<file path="src/logic/pr_stream_pkg.sv">
/*
  Shared constants and types for the partial-reconfiguration stream shell.
  Every lane carries the one beat type axis_beat_t.
  CRED_BITS must be wide enough to hold both CREDITS and RG_CREDITS.
  CREDITS is also the sender's credit count after reset. It is the depth
  of each receive buffer.
*/
package pr_stream_pkg;

  localparam int N_REGIONS  = 4;                // Number of reconfigurable regions.
  localparam int DATA_BITS  = 64;               // Width of the beat payload.
  localparam int KEEP_BITS  = DATA_BITS / 8;    // One keep bit per payload byte.
  localparam int PID_BITS   = 6;                // Width of the process id.

  localparam int CREDITS    = 4;                // Receive buffer depth and sender credits.
  localparam int RG_CREDITS = 2;                // Credits granted by a freshly loaded region.
  localparam int CRED_BITS  = 3;                // Holds the larger of the two credit counts.
  localparam int PTR_BITS   = $clog2(CREDITS);  // Index width into the receive buffer.

  // One stream beat, the same shape on the static and the region side.
  typedef struct packed {
    logic [DATA_BITS-1:0] data;  // Payload.
    logic [KEEP_BITS-1:0] keep;  // Byte enables.
    logic [PID_BITS-1:0]  id;    // Process id of the owning stream.
    logic                 last;  // Marks the final beat of a packet.
  } axis_beat_t;

  // Per-lane reconfiguration state.
  typedef enum logic [1:0] {
    ACTIVE    = 2'd0,  // Region coupled, beats flow.
    DRAINING  = 2'd1,  // Decouple wanted, current packet still finishing.
    DECOUPLED = 2'd2   // Region cut off at a packet boundary.
  } lane_state_t;

endpackage

</file>
<file path="src/logic/credit_fifo.sv">
/*
  Receive buffer for one lane, CREDITS entries deep.
  The sender must honor credits, so a write is never refused. A write into a
  full buffer overwrites data and is caught only by the bound assertions.
  A beat written in cycle t shows at rd_valid in t+1. A credit pulse
  follows each pop by one cycle.
*/
`timescale 1ns/1ps

module credit_fifo
  import pr_stream_pkg::*;
(
  input  logic       aclk,
  input  logic       arst_n,
  input  logic       wr_valid,
  input  axis_beat_t wr_beat,
  output logic       credit,
  output logic       rd_valid,
  output axis_beat_t rd_beat,
  input  logic       rd_pop
);

  axis_beat_t           mem [CREDITS];  // Beat storage.
  logic [PTR_BITS-1:0]  wr_ptr;         // Next slot to write.
  logic [PTR_BITS-1:0]  rd_ptr;         // Oldest stored beat.
  logic [CRED_BITS-1:0] fill;           // Number of stored beats.
  logic                 do_pop;         // Pop that really removes a beat.

  // Wraps a pointer at the buffer depth, which need not be a power of two.
  function automatic logic [PTR_BITS-1:0] ptr_inc(input logic [PTR_BITS-1:0] ptr);
    if (ptr == PTR_BITS'(CREDITS - 1)) begin
      return '0;
    end
    return ptr + 1'b1;
  endfunction

  assign rd_valid = (fill != '0);    // Anything stored is offered at once.
  assign rd_beat  = mem[rd_ptr];     // Head of the buffer, read without delay.
  assign do_pop   = rd_pop & rd_valid;  // A pop on an empty buffer is ignored.

  always_ff @(posedge aclk) begin
    if (wr_valid) begin
      mem[wr_ptr] <= wr_beat;  // Space is guaranteed by the sender's credits.
    end
  end

  always_ff @(posedge aclk or negedge arst_n) begin
    if (!arst_n) begin
      wr_ptr <= '0;
      rd_ptr <= '0;
      fill   <= '0;
      credit <= 1'b0;  // No credit returns until the first pop.
    end else begin
      credit <= do_pop;  // Each freed slot is handed back to the sender.
      if (wr_valid) begin
        wr_ptr <= ptr_inc(wr_ptr);
      end
      if (do_pop) begin
        rd_ptr <= ptr_inc(rd_ptr);
      end
      unique case ({wr_valid, do_pop})
        2'b10:   fill <= fill + 1'b1;  // Write only.
        2'b01:   fill <= fill - 1'b1;  // Pop only.
        default: fill <= fill;         // Both or neither leave the level as it is.
      endcase
    end
  end

endmodule

</file>
<file path="src/logic/region_decoupler.sv">
/*
  Gate between one receive buffer and its reconfigurable region.
  A beat is popped only while the region credit counter is nonzero and the
  lane is not decoupled. The popped beat is registered and shows on
  out_valid one cycle later. While decoupled, credit pulses from the region
  are ignored. A reload pulse restores the counter to RG_CREDITS.
*/
`timescale 1ns/1ps

module region_decoupler
  import pr_stream_pkg::*;
(
  input  logic       aclk,
  input  logic       arst_n,
  input  logic       buf_valid,
  input  axis_beat_t buf_beat,
  output logic       buf_pop,
  output logic       out_valid,
  output axis_beat_t out_beat,
  input  logic       out_credit,
  input  logic       decouple,
  input  logic       reload,
  output logic       fire_last
);

  logic [CRED_BITS-1:0] rg_cnt;       // Credits the region still grants.
  logic                 take_credit;  // Credit pulse that is honored.

  // A beat leaves the buffer only with a region credit in hand and the lane coupled.
  assign buf_pop = buf_valid & (rg_cnt != '0) & ~decouple;

  // A region under reconfiguration may toggle its credit line at random.
  assign take_credit = out_credit & ~decouple;

  // The last beat of a packet, as seen on the region side.
  assign fire_last = out_valid & out_beat.last;

  always_ff @(posedge aclk) begin
    if (buf_pop) begin
      out_beat <= buf_beat;  // Output register, payload only.
    end
  end

  always_ff @(posedge aclk or negedge arst_n) begin
    if (!arst_n) begin
      out_valid <= 1'b0;
      rg_cnt    <= CRED_BITS'(RG_CREDITS);  // The region starts coupled and fresh.
    end else begin
      out_valid <= buf_pop;  // The popped beat is presented for one cycle.
      if (reload) begin
        rg_cnt <= CRED_BITS'(RG_CREDITS);  // New region, new grant.
      end else begin
        unique case ({buf_pop, take_credit})
          2'b10:   rg_cnt <= rg_cnt - 1'b1;  // Beat sent, one credit spent.
          2'b01:   rg_cnt <= rg_cnt + 1'b1;  // Region freed a slot.
          default: rg_cnt <= rg_cnt;         // Send and return cancel out.
        endcase
      end
    end
  end

endmodule

</file>
<file path="src/logic/reconfig_ctrl.sv">
/*
  Reconfiguration controller shared by all lanes.
  Each lane tracks whether a packet is open on the region side. A decouple
  request is only honored between packets. A lane in mid-packet drains
  first. decouple also goes high in the cycle the lane commits to
  DECOUPLED, so that no new packet can start behind the last one.
  When the request falls, the lane re-couples and reload pulses once.
*/
`timescale 1ns/1ps

module reconfig_ctrl
  import pr_stream_pkg::*;
(
  input  logic                 aclk,
  input  logic                 arst_n,
  input  logic [N_REGIONS-1:0] decouple_req,
  input  logic [N_REGIONS-1:0] fire,
  input  logic [N_REGIONS-1:0] fire_last,
  output logic [N_REGIONS-1:0] decouple,
  output logic [N_REGIONS-1:0] reload,
  output logic [N_REGIONS-1:0] decoupled
);

  for (genvar i = 0; i < N_REGIONS; i++) begin : g_lane
    lane_state_t lane_st;    // Current lane state.
    logic        in_pkt;     // A packet is open on the region side.
    logic        in_pkt_nx;  // Open flag including this cycle's beat.
    logic        boundary;   // The region is between packets after this cycle.

    // The current beat counts, so a single-beat packet never looks open.
    assign in_pkt_nx = fire[i] ? ~fire_last[i] : in_pkt;
    assign boundary  = ~in_pkt_nx;

    // Blocks the next pop as soon as the lane is sure to decouple.
    assign decouple[i] = (lane_st == DECOUPLED) | (decouple_req[i] & boundary);

    // Fires in the final DECOUPLED cycle, so the counter is fresh on re-couple.
    assign reload[i] = (lane_st == DECOUPLED) & ~decouple_req[i];

    assign decoupled[i] = (lane_st == DECOUPLED);  // Status seen outside the shell.

    always_ff @(posedge aclk or negedge arst_n) begin
      if (!arst_n) begin
        lane_st <= ACTIVE;
        in_pkt  <= 1'b0;
      end else begin
        in_pkt <= in_pkt_nx;
        unique case (lane_st)
          ACTIVE: begin
            if (decouple_req[i]) begin
              // Cut at once between packets, otherwise let the packet finish.
              lane_st <= boundary ? DECOUPLED : DRAINING;
            end
          end
          DRAINING: begin
            if (!decouple_req[i]) begin
              lane_st <= ACTIVE;     // Request withdrawn, the region was never cut.
            end else if (boundary) begin
              lane_st <= DECOUPLED;  // Edge after the last beat of the packet.
            end
          end
          DECOUPLED: begin
            if (!decouple_req[i]) begin
              lane_st <= ACTIVE;  // Re-couple, reload happens on this edge.
            end
          end
          default: begin
            lane_st <= ACTIVE;
          end
        endcase
      end
    end
  end

endmodule

</file>
<file path="src/logic/pr_stream_shell.sv">
/*
  Top level of the stream shell.
  Each lane has a receive buffer toward the static side and a decoupler
  toward its region. One controller sequences decoupling for all lanes.
  The sender starts with CREDITS credits per lane and must not send
  without one. Each region starts with RG_CREDITS credits.
*/
`timescale 1ns/1ps

module pr_stream_shell
  import pr_stream_pkg::*;
(
  input  logic                       aclk,
  input  logic                       arst_n,
  input  logic       [N_REGIONS-1:0] in_valid,
  input  axis_beat_t [N_REGIONS-1:0] in_beat,
  output logic       [N_REGIONS-1:0] in_credit,
  output logic       [N_REGIONS-1:0] out_valid,
  output axis_beat_t [N_REGIONS-1:0] out_beat,
  input  logic       [N_REGIONS-1:0] out_credit,
  input  logic       [N_REGIONS-1:0] decouple_req,
  output logic       [N_REGIONS-1:0] decoupled
);

  logic       [N_REGIONS-1:0] buf_valid;  // Buffer holds a beat.
  axis_beat_t [N_REGIONS-1:0] buf_beat;   // Head beat of each buffer.
  logic       [N_REGIONS-1:0] buf_pop;    // Decoupler takes the head beat.
  logic       [N_REGIONS-1:0] fire_last;  // Last beat of a packet went out.
  logic       [N_REGIONS-1:0] decouple;   // Gate each region off.
  logic       [N_REGIONS-1:0] reload;     // Restore region credits.

  for (genvar i = 0; i < N_REGIONS; i++) begin : g_lane
    credit_fifo u_fifo (
      .aclk     (aclk),
      .arst_n   (arst_n),
      .wr_valid (in_valid[i]),
      .wr_beat  (in_beat[i]),
      .credit   (in_credit[i]),
      .rd_valid (buf_valid[i]),
      .rd_beat  (buf_beat[i]),
      .rd_pop   (buf_pop[i])
    );

    region_decoupler u_dcpl (
      .aclk       (aclk),
      .arst_n     (arst_n),
      .buf_valid  (buf_valid[i]),
      .buf_beat   (buf_beat[i]),
      .buf_pop    (buf_pop[i]),
      .out_valid  (out_valid[i]),
      .out_beat   (out_beat[i]),
      .out_credit (out_credit[i]),
      .decouple   (decouple[i]),
      .reload     (reload[i]),
      .fire_last  (fire_last[i])
    );
  end

  // out_valid doubles as the per-lane fire indication.
  reconfig_ctrl u_ctrl (
    .aclk         (aclk),
    .arst_n       (arst_n),
    .decouple_req (decouple_req),
    .fire         (out_valid),
    .fire_last    (fire_last),
    .decouple     (decouple),
    .reload       (reload),
    .decoupled    (decoupled)
  );

endmodule

</file>
<file path="config.mk">
export PLATFORM = sky130hd
export DESIGN_NAME = pr_stream_shell
export DESIGN_NICKNAME = d
export VERILOG_FILES = /design/src/logic/pr_stream_pkg.sv /design/src/logic/credit_fifo.sv /design/src/logic/region_decoupler.sv /design/src/logic/reconfig_ctrl.sv /design/src/logic/pr_stream_shell.sv
export SDC_FILE = /design/constraint.sdc
export NUM_CORES = 1
export LEC_CHECK = 0
export ABC_AREA = 1
export BUFFER_PORTS_ARGS = -buffer_cell sky130_fd_sc_hd__buf_4
export CORE_AREA = 2 2 349 524
export DETAILED_ROUTE_END_ITERATION = 16
export DIE_AREA = 0 0 351 526
export SLEW_MARGIN = 25
export SYNTH_ARGS = -nofsm -noshare
export SYNTH_HDL_FRONTEND = slang
export SYNTH_HIERARCHICAL = 1
export SYNTH_SLANG_ARGS = --single-unit
</file>
<file path="constraint.sdc">
create_clock -name aclk -period 9.4 [get_ports aclk]
set_input_delay 2.35 -clock aclk [delete_from_list [all_inputs] [get_ports aclk]]
set_output_delay 2.35 -clock aclk [all_outputs]
set_load 0.02 [all_outputs]
</file>
Word-level counts from Yosys, hierarchy flattened
Memories as Yosys holds them, arrays and structs flattened. A register that Yosys moved wholly into a read port is not among the register bits.
Index checks and enable logic that the tools add are counted.
Storage, ports and cells
  logic and storage cells: 256
  input port bits: 330
  output and inout bits: 328
  RAM bits: 1264
  memories kept: 4
  register bits after elaboration: 60
Memory list
  g_lane[0].u_fifo.mem: words 4, bits a word 79, rd ports 1, clocked after Yosys merged registers in 1, write ports 1, line credit_fifo.sv:23  | axis_beat_t mem [CREDITS];
  g_lane[1].u_fifo.mem: words 4, bits a word 79, rd ports 1, clocked after Yosys merged registers in 1, write ports 1, line credit_fifo.sv:23
  g_lane[2].u_fifo.mem: words 4, bits a word 79, rd ports 1, clocked after Yosys merged registers in 1, write ports 1, line credit_fifo.sv:23
  g_lane[3].u_fifo.mem: words 4, bits a word 79, rd ports 1, clocked after Yosys merged registers in 1, write ports 1, line credit_fifo.sv:23
Operators by class
  bitwise gates (word level): 48
  reduce and logical (&&, ||, !) cells: 24
  equality and inequality tests: 44
  add/subtract/negate cells: 24
  multiplexer cells: 80
Operators by type and width (number)
  $mux 2: 36
  $pmux 3 s2: 8
  $eq 2x2->1 const B: 20
  $reduce_bool 3->1: 12
  $and 1x1->1: 28
  $mux 1: 28
  $add 3x1->3 const B: 8
  $eq 2x1->1 const B: 12
  $pmux 2 s3: 4
  $sub 3x1->3 const B: 8
  $add 2x1->2 const B: 8
  $ne 2x2->1 const B: 8
  $not 1->1: 16
  $mux 3: 4
  $ne 3x3->1 const B: 4
  $reduce_and 3->1: 4
  $logic_not 2->1: 4
  $reduce_bool 2->1: 4
  $or 1x1->1: 4

Depth between registers and ports, before layout
Gate-level depths: netlist of the first run.
  depth after elaboration: 11
  mapped depth: 19
  depth with buffers taken out: 19

Modules after synthesis
Netlist of the first run, hierarchy kept.
By module, submodules not included
  credit_fifo at g_lane[2].u_fifo ...: instances 2, sequential area each 9689.3 um^2, area each 12874.8 um^2, cells an instance 979
  credit_fifo at g_lane[1].u_fifo: instances 1, sequential area each 9689.3 um^2, area each 12876.1 um^2, cells an instance 979
  credit_fifo at g_lane[0].u_fifo: instances 1, sequential area each 9689.3 um^2, area each 12871.1 um^2, cells an instance 979
  region_decoupler: instances 4, sequential area each 2473.6 um^2, area each 2667.6 um^2, cells an instance 115
  reconfig_ctrl: instances 1, sequential area each 300.3 um^2, area each 605.6 um^2, cells an instance 80

Least setup slack after synthesis of the first run
No wires, ideal clock.
  path kind: input to register
  from: input decouple_req[0]
  to: register g_lane[0].u_fifo.fill[2]
  arrival: 5564 ps
  buffers on the path: 0
  stages: 14
  slack: 3719 ps
  required time: 9283 ps
  library setup time: 117 ps
  path through: nand3_1 -> nand2_1 -> nor2_2 -> nand2_2 -> inv_1 -> nand2_1 -> inv_1 -> ha_1 -> inv_1 -> fa_1 -> nand2_1 -> nand3_1 -> nand2_1 -> nand2_1
On the way
  word-level cells in the longest chain between the ends: 7
  elaborated cells on any way between the ends: 9
  those cells by class: eq/ne (2); mux (1); bitwise (5); reduce/logical (1)
Ends and longest elaborated chain
  start, declared: line pr_stream_shell.sv:21  | input logic [N_REGIONS-1:0] decouple_req,
  $and 1x1->1 (*): line reconfig_ctrl.sv:35  | assign decouple[i] = (lane_st == DECOUPLED) | (decouple_req[i] & boundary);
  $or 1x1->1 (*): line reconfig_ctrl.sv:35
  net decouple[0]: line pr_stream_shell.sv:29  | logic [N_REGIONS-1:0] decouple;
  $not 1->1 (*): line region_decoupler.sv:30  | assign buf_pop = buf_valid & (rg_cnt != '0) & ~decouple;
  $and 1x1->1 (*): line region_decoupler.sv:30
  net buf_pop[0]: line pr_stream_shell.sv:27  | logic [N_REGIONS-1:0] buf_pop;
  $and 1x1->1 (*): line credit_fifo.sv:39  | assign do_pop = rd_pop & rd_valid;
  net g_lane[0].u_fifo.do_pop: line credit_fifo.sv:27  | logic do_pop;
  $eq 2x1->1 or $eq 2x2->1 (tied branches): line credit_fifo.sv:61  | unique case ({wr_valid, do_pop})
  $pmux 3 s2 or $reduce_bool 2->1 (tied branches)
  end signal, assigned: line credit_fifo.sv:62  | 2'b10: fill <= fill + 1'b1;
  end signal, assigned: line credit_fifo.sv:63  | 2'b01: fill <= fill - 1'b1;
  end signal, assigned: line credit_fifo.sv:64  | default: fill <= fill;
  end, declared: line credit_fifo.sv:26  | logic [CRED_BITS-1:0] fill;
Mark *: on every way through the listed nets, which the timed path passes. The rest lies on a longest branch.
A chain may end at the register's enable or synchronous reset.

Final worst setup path of the first run
  from: input decouple_req[1]
  to: register g_lane[1].u_fifo.fill[1]
On the way
  word-level cells in the longest chain between the ends: 7
  elaborated cells on any way between the ends: 9
  those cells by class: eq/ne (2); mux (1); bitwise (5); reduce/logical (1)
Ends and longest elaborated chain (line)
  $and 1x1->1 (*): reconfig_ctrl.sv:35
  $or 1x1->1 (*): reconfig_ctrl.sv:35
  net decouple[1]: pr_stream_shell.sv:29
  $not 1->1 (*): region_decoupler.sv:30
  $and 1x1->1 (*): region_decoupler.sv:30
  net buf_pop[1]: pr_stream_shell.sv:27
  $and 1x1->1 (*): credit_fifo.sv:39
  net g_lane[1].u_fifo.do_pop: credit_fifo.sv:27
  $eq 2x1->1 or $eq 2x2->1 (tied branches): credit_fifo.sv:61
  $pmux 3 s2 or $reduce_bool 2->1 (tied branches)
  end signal, assigned: credit_fifo.sv:62
  end signal, assigned: credit_fifo.sv:63
  end signal, assigned: credit_fifo.sv:64
  end, declared: credit_fifo.sv:26
Marks and branches as above.

==> run_results.csv, run 1 <==
group,metric,value,unit
status,outcome,"finished, final reports clean",
placed_design,gp_congestion,0.747,
floorplan,core-area,180000,um2
hold_path,worst_hold_path_type,"reg2reg",
sta,timing.fmax,0.243,GHz
floorplan,io_pins,658,
synthesis,synth_warnings,6,
routing,detail_route.drc_violations,0,
sta,timing.slew.headroom,30.2,%
synthesis,syn_nets,4818,
sta,final-hold-violation-count,0,
clocking,cts_buffers,162,
sta,timing_worst_slew_pin_value,1.05,ns
floorplan,initial_utilization,34.9,%
finish,finalNonFillerCells,7646,
grt,grt_util_all_layers,14.7,%
clocking,clkTransAtPathRegs,0.06,ns
grt,grt_pass1_vias,34300,
routing,drt_wl_total,140000,um
pwr,vdd_drop_max,0.524,mV
job,timing.max_cap.violations,0,
setup_path,timing_worst_setup_path_type,"in2reg",
setup_path,critPathArrivalTime,4.83,ns
clocking,htree_num_levels,4,
grt,overflow_after_grt,0,
sta,rsz0062_at_grt,"false",
floorplan,chipWidth,351,um
grt,groute.layer.met1.usage,17.6,%
setup_path,cp_data_required_time,10.11,ns
synthesis,ys_seq_elements,1640,
placed_design,place_hpwl,83900,um
floorplan,dieArea,185000,um2
floorplan,std_cell_rows,191,
routing,wl_per_cell,18.3,um
synthesis,synth_largest_area_cell,"sky130_fd_sc_hd__edfxtp_1",
placed_design,portBuffers,657,
sta,timing.setup.tns,0,ns
synthesis,yosys-top-cells-area,"sky130_fd_sc_hd__edfxtp_1, sky130_fd_sc_hd__o211ai_1, sky130_fd_sc_hd__nand2_1",
finish,final_net_count,5466,
grt,grt_pass1_wl,208000,um
finish,areaGrowthSynthToFinish,20.1,%
synthesis,post_synthesis_sequential_area_ratio,78.0,%
clocking,clkSinkCount,1640,
setup_path,worst-path-max-fanout,40,
sta,worst_clock_skew,0.0566,ns
placed_design,placedCellCount,7348,
synthesis,synth_flop_cell,"sky130_fd_sc_hd__edfxtp_1",
setup_path,setup.worst_path.end_class,"flip-flop",
grt,globalRoute.busiestLayer,"met2",
clocking,cts_tree,"yes",
routing,via_per_inst,4.61,
setup_path,crit_path_start_kind,"input port",
clocking,worstSkewPairLatency,0.77,ns
clocking,cts_resized,0,
clocking,cts-root-buf,"sky130_fd_sc_hd__clkbuf_16",
clocking,cts.repair_timing.setup_buffer_count,0,
sta,maxSlewViolCount,0,
pwr,power_density_of_the_placed_cells,333,nW/um2
finish,proportion_of_layout_cells_with_a_drive_suffix_above_1,19.5,%
grt,grt_antenna_before_repair,28,
sta,fin_crit,4.12,ns
clocking,max-clock-path-buffers,4,
synthesis,synthCells,4456,
clocking,hold_buffers,0,
sta,setup_viol,0,
pwr,leakage,29.0,nW
routing,drt-pass1-iter-count,5,
grt,globalRouteMet2Util,24.4,%
routing,route.antenna.remaining_nets,0,
floorplan,fp.dieH,526,um
synthesis,synth-async-reset-ratio,3.66,%
synthesis,syn-cell-area,62800,um2
routing,via_count,35200,
grt,gr-usage-met3,5.53,%
routing,drt_iter0_markers,2112,
synthesis,netlist-cell-type-count,26,
synthesis,number_of_enable_type_register_cells_in_the_synthesized_netlist,1580,
synthesis,post-synth-top-area-fraction,75.6,%
synthesis,postSynthAreaPerCell,14.1,um2
sta,finalCritPeriodShare,43.8,%
grt,grt_start_max_net_pins,285,
[synth_stat cells (all sizes together) (16+ instances only)]
cell type	count
buf	112
clkbuf	100
dfrtp	56
edfxtp	1580
ha	24
inv	744
nand2	1084
nand3	36
nand4	16
nor2	28
o211ai	632
o21ai	16
[layout make-up]
class                   instances  area (um2)
fillers                     16200      105000
flip-flops and latches       1640       49000
multi-input cells            1860       10000
repair buffers                696        5380
clock buffers                 194        4260
well taps                    2412        3020
inverters                     744        2820
clock inverters                89         892
diodes                         11        27.5
[final timing paths]
check	from	to	slack, ns	cells after the start
max in group asynchronous	arst_n	g_lane[3].u_dcpl/rg_cnt[1]	7.21	2
hold / removal	g_lane[2].u_fifo/fill[2]	g_lane[2].u_fifo/fill[2]	0.48	2
setup reg to reg	g_lane[1].u_dcpl/out_beat[0]	g_lane[1].u_fifo/fill[1]	6.26	15
hold reg to reg	g_lane[2].u_fifo/fill[2]	g_lane[2].u_fifo/fill[2]	0.48	2
setup / recovery	decouple_req[1]	g_lane[1].u_fifo/fill[1]	5.28	12
min in group asynchronous	arst_n	g_lane[1].u_fifo/fill[1]	1.50	1
[registers in the layout (all words and copies together) (netlist names)]
register,flops
g_lane.u_dcpl/rg_cnt,12
g_lane.u_dcpl/out_beat,316
g_lane.u_fifo/credit,4
g_lane.u_fifo/wr_ptr,8
g_lane.u_fifo/rd_ptr,8
g_lane.u_fifo/fill,12
u_ctrl/g_lane.lane_st,8
g_lane.u_fifo/mem,1264
g_lane.u_dcpl/out_valid,4
u_ctrl/g_lane.in_pkt,4
[kinds of logic (layout without fill, tap and decap cells)]
logic type / Yosys count / count (layout) / share of synthesized area (%)
simple gates: 1168 / 1168 / 7.36
buf+inv: 956 / 1723 / 6.02
compound gates: 652 / 652 / 7.79
xor+xnor: 8 / 8 / 0.112
other cells: 0 / 11 / 0
flops: 1640 / 1640 / 78.0
fa+ha+maj: 32 / 32 / 0.734
[worst max-delay path: stages]
cell	delay (ns)
sky130_fd_sc_hd__buf_4	0.10
sky130_fd_sc_hd__nand3_1	0.07
sky130_fd_sc_hd__nand2_1	0.10
sky130_fd_sc_hd__nor2_2	0.07
sky130_fd_sc_hd__nand2_2	0.11
sky130_fd_sc_hd__clkinv_2	0.65
sky130_fd_sc_hd__nand2_1	0.37
sky130_fd_sc_hd__inv_1	0.10
sky130_fd_sc_hd__ha_1	0.21
sky130_fd_sc_hd__inv_1	0.09
sky130_fd_sc_hd__fa_1	0.41
sky130_fd_sc_hd__o21ai_0	0.16
[cells in the final DEF, fill, tap and decap left out, types with 5 or more instances in the layout]
master	instances
sky130_fd_sc_hd__buf_16	5
sky130_fd_sc_hd__buf_4	687
sky130_fd_sc_hd__bufinv_16	15
sky130_fd_sc_hd__clkbuf_1	26
sky130_fd_sc_hd__clkbuf_16	164
sky130_fd_sc_hd__clkinv_1	29
sky130_fd_sc_hd__clkinv_2	43
sky130_fd_sc_hd__clkinvlp_4	9
sky130_fd_sc_hd__dfrtp_1	48
sky130_fd_sc_hd__diode_2	11
sky130_fd_sc_hd__edfxtp_1	1580
sky130_fd_sc_hd__fa_1	8
sky130_fd_sc_hd__ha_1	24
sky130_fd_sc_hd__inv_1	712
sky130_fd_sc_hd__inv_2	10
sky130_fd_sc_hd__inv_6	7
sky130_fd_sc_hd__nand2_1	1060
sky130_fd_sc_hd__nand2_2	20
sky130_fd_sc_hd__nand3_1	32
sky130_fd_sc_hd__nand4_1	16
sky130_fd_sc_hd__nor2_1	12
sky130_fd_sc_hd__nor2_2	16
sky130_fd_sc_hd__o211ai_1	632
sky130_fd_sc_hd__o21ai_0	12
sky130_fd_sc_hd__xnor2_1	8
[metrics by stage]
step / total power [mW] / worst slack (ns) / util (%) / hold slack [ns] / instance area [um2]
floorplan: 16.1 / 3.72 / - / 0.442 / 62800
global placement: 18.9 / 4.48 / 38.9 / 0.462 / 70100
detailed placement: 19.1 / 4.41 / 39.0 / 0.470 / 70100
CTS: 25.5 / 5.29 / 41.8 / 0.485 / 75300
global route: 26.5 / 5.07 / 41.9 / 0.501 / 75400
finish: 25.1 / 5.28 / 41.9 / 0.481 / 75400
[layer usage]
metal	vias up	share of wire [%]
met3	246	9.8
met4	34	2.8
met2	1000	48
met5	-	0.15
li1	16900	-
met1	17100	39
[power breakdown]
group	internal [mW]	total, mW	switching (mW)
registers	10.5	11.3	0.761
clock network	3.65	6.33	2.68
logic	2.38	7.50	5.12
total	16.6	25.1	8.56
Power figures use the tool's default switching activity.
==> inputs of run 2 (changes only) <==
==> constraint.sdc (replaced) <==
create_clock -name aclk -period 4 [get_ports aclk]
set_input_delay 1 -clock aclk [delete_from_list [all_inputs] [get_ports aclk]]
set_output_delay 1 -clock aclk [all_outputs]
set_load 0.02 [all_outputs]
==> run_results.csv, run 2 (synthesis results as in run 1) <==
group,metric,value,unit
floorplan,std_cell_rows,191,
routing,drt_iter0_markers,2226,
sta,timing.slew.headroom,33.1,%
setup_path,startpoint,"g_lane[2].u_dcpl/out_valid",
grt,grt_start_max_net_pins,137,
floorplan,io_pins,658,
grt,grt_antenna_before_repair,36,
grt,grt_pass1_wl,211000,um
sta,post-route-worst-setup-slack,1.27,ns
finish,areaGrowthSynthToFinish,20.8,%
finish,regMostFlops,"g_lane.u_fifo/mem",
routing,route.antenna.remaining_nets,0,
clocking,cts-root-buf,"sky130_fd_sc_hd__clkbuf_16",
grt,overflow_after_grt,0,
sta,timing_worst_slew_pin_value,1.00,ns
placed_design,pre_cts_slack,0.759,ns
clocking,htree_num_levels,4,
status,outcome,"finished, final reports clean",
placed_design,portBuffers,657,
setup_path,setup.worst_path.end_class,"flip-flop",
sta,rsz0062_at_grt,"false",
finish,largest_registers,"g_lane.u_fifo/mem: 1264 flops, g_lane.u_dcpl/out_beat: 316 flops",
finish,largest_reg_flops,1264,
routing,via_per_inst,4.61,
sta,final-hold-violation-count,0,
sta,timing.fmax,0.366,GHz
grt,grt_pass1_vias,35000,
routing,drt_wl_total,141000,um
placed_design,gp_congestion,0.773,
placed_design,place_hpwl,86100,um
floorplan,dieArea,185000,um2
clocking,max-clock-path-buffers,4,
floorplan,chipWidth,351,um
pwr,power_density_of_the_placed_cells,783,nW/um2
clocking,cts_buffers,165,
clocking,clkTransAtPathRegs,0.06,ns
finish,final_cell_mix,"sky130_fd_sc_hd__edfxtp_1, sky130_fd_sc_hd__nand2_1, sky130_fd_sc_hd__inv_1, sky130_fd_sc_hd__buf_4, sky130_fd_sc_hd__o211ai_1",
sta,finalHoldWorstSlack,0.181,ns
setup_path,setup.reg_to_reg.worst_slack,1.27,ns
clocking,worstSkewPairLatency,0.80,ns
grt,grt_util_all_layers,14.9,%
routing,via_count,35400,
pwr,leakage,29.2,nW
finish,most_common_cell_after_layout_fill_and_taps_aside,"sky130_fd_sc_hd__edfxtp_1",
sta,timing.setup.tns,0,ns
floorplan,initial_utilization,34.9,%
setup_path,timing.critical_path.to,"g_lane[2].u_fifo/fill[2]",
setup_path,reg2reg_depth,18,
routing,drt-pass1-iter-count,5,
clocking,hold_buffers,0,
setup_path,worstReg2RegEnd,"g_lane[2].u_fifo/fill[2]",
sta,maxSlewViolCount,0,
sta,fin_crit,2.73,ns
setup_path,rr_startpoint,"g_lane[2].u_dcpl/out_valid",
finish,fin_util,42.1,%
setup_path,timing_worst_setup_path_type,"reg2reg",
setup_path,worst-path-max-fanout,18,
clocking,cts.repair_timing.setup_buffer_count,0,
finish,proportion_of_layout_cells_with_a_drive_suffix_above_1,19.9,%
routing,wl_per_cell,18.3,um
setup_path,cp_data_required_time,4.69,ns
sta,setup_viol,0,
sta,finalCritPeriodShare,68.3,%
clocking,cts_resized,0,
setup_path,critPathArrivalTime,3.42,ns
sta,worst_clock_skew,0.0684,ns
job,timing.max_cap.violations,0,
hold_path,worst_hold_path_type,"in2async",
floorplan,core-area,180000,um2
floorplan,fp.dieH,526,um
finish,final_net_count,5502,
clocking,cts_tree,"yes",
setup_path,crit_path_start_kind,"flip-flop",
finish,layout_filler_cell_count,16300,
clocking,clkSinkCount,1640,
pwr,vdd_drop_max,0.581,mV
routing,detail_route.drc_violations,0,
[run 2: cell types whose count changed in the layout (fill, tap and decap cells not counted), sizes merged, moves of 2 or more]
cell      change
buf          +33
clkbuf        +5
clkinvlp      +4
clkinv        -3
diode         +3
inv           -2
[run 2: area by class of cell]
| cell class | count | area, um2 | share of cell area [%] |
|---|---|---|---|
| antenna | 14 | 35.0 | 0.0462 |
| clock inverter | 87 | 840 | 1.11 |
| sequential | 1640 | 49000 | 64.6 |
| inverter | 744 | 2830 | 3.73 |
| timing repair buffer | 729 | 5790 | 7.64 |
| clock buffer | 199 | 4300 | 5.67 |
| multi-input combinational | 1860 | 10000 | 13.2 |
| tap | 2412 | 3020 | 3.98 |
[run 2: per-layer routing]
metal | wire [um] | GRT usage, % | vias to the layer above | share of wire, %
li1 | - | - | 16900 | -
met4 | 3500 | 4.64 | 48 | 2.5
met1 | 54400 | 17.4 | 17200 | 39
met3 | 15100 | 6.29 | 248 | 11
met5 | 324 | 0 | - | 0.23
met2 | 67700 | 24.8 | 948 | 48
[run 2: through the flow]
step	cell area [um2]	power (mW)	std cells
6_report	75800	59.3	7685
5_1_grt	75800	62.7	7679
4_1_cts	75800	60.3	7671
3_5_place_dp	70600	45.2	7385
3_3_place_gp	70600	44.8	7385
2_1_floorplan	62800	37.7	4456
[run 2: critical path, cell delays in order, from the launching register on]
cell and delay [ns]:
sky130_fd_sc_hd__dfrtp_1 0.40, sky130_fd_sc_hd__nand2_1 0.08, sky130_fd_sc_hd__inv_1 0.04, sky130_fd_sc_hd__inv_1 0.04, sky130_fd_sc_hd__nand2_1 0.08, sky130_fd_sc_hd__nand3_1 0.09
sky130_fd_sc_hd__nand2_1 0.09, sky130_fd_sc_hd__nor2_2 0.18, sky130_fd_sc_hd__nand2_2 0.12, sky130_fd_sc_hd__clkinvlp_4 0.32, sky130_fd_sc_hd__nand2_1 0.15, sky130_fd_sc_hd__inv_1 0.09
sky130_fd_sc_hd__ha_1 0.17, sky130_fd_sc_hd__inv_1 0.07, sky130_fd_sc_hd__fa_1 0.38, sky130_fd_sc_hd__nand2_1 0.10, sky130_fd_sc_hd__nand3_1 0.09, sky130_fd_sc_hd__nand2_1 0.07
sky130_fd_sc_hd__nand2_1 0.05
[run 2: power by group]
group          leakage [nW]  switching (mW)  internal (mW)
Clock                  2.49            6.41           8.57
Combinational          11.4            12.1           5.82
Sequential             15.4            1.75           24.7
Total                  29.2            20.3           39.1
[run 2: worst min-delay path by stage]
stage                                        start                          to  slack (ns)
after floorplan           g_lane[0].u_fifo/fill[2]    g_lane[0].u_fifo/fill[2]        0.44
after global placement    g_lane[3].u_fifo/fill[0]    g_lane[3].u_fifo/fill[0]        0.46
after detailed placement  g_lane[1].u_fifo/fill[2]    g_lane[1].u_fifo/fill[2]        0.46
after CTS                                   arst_n  g_lane[1].u_dcpl/out_valid        0.30
after global routing                        arst_n  g_lane[1].u_dcpl/out_valid        0.19
final                                       arst_n  g_lane[1].u_dcpl/out_valid        0.18
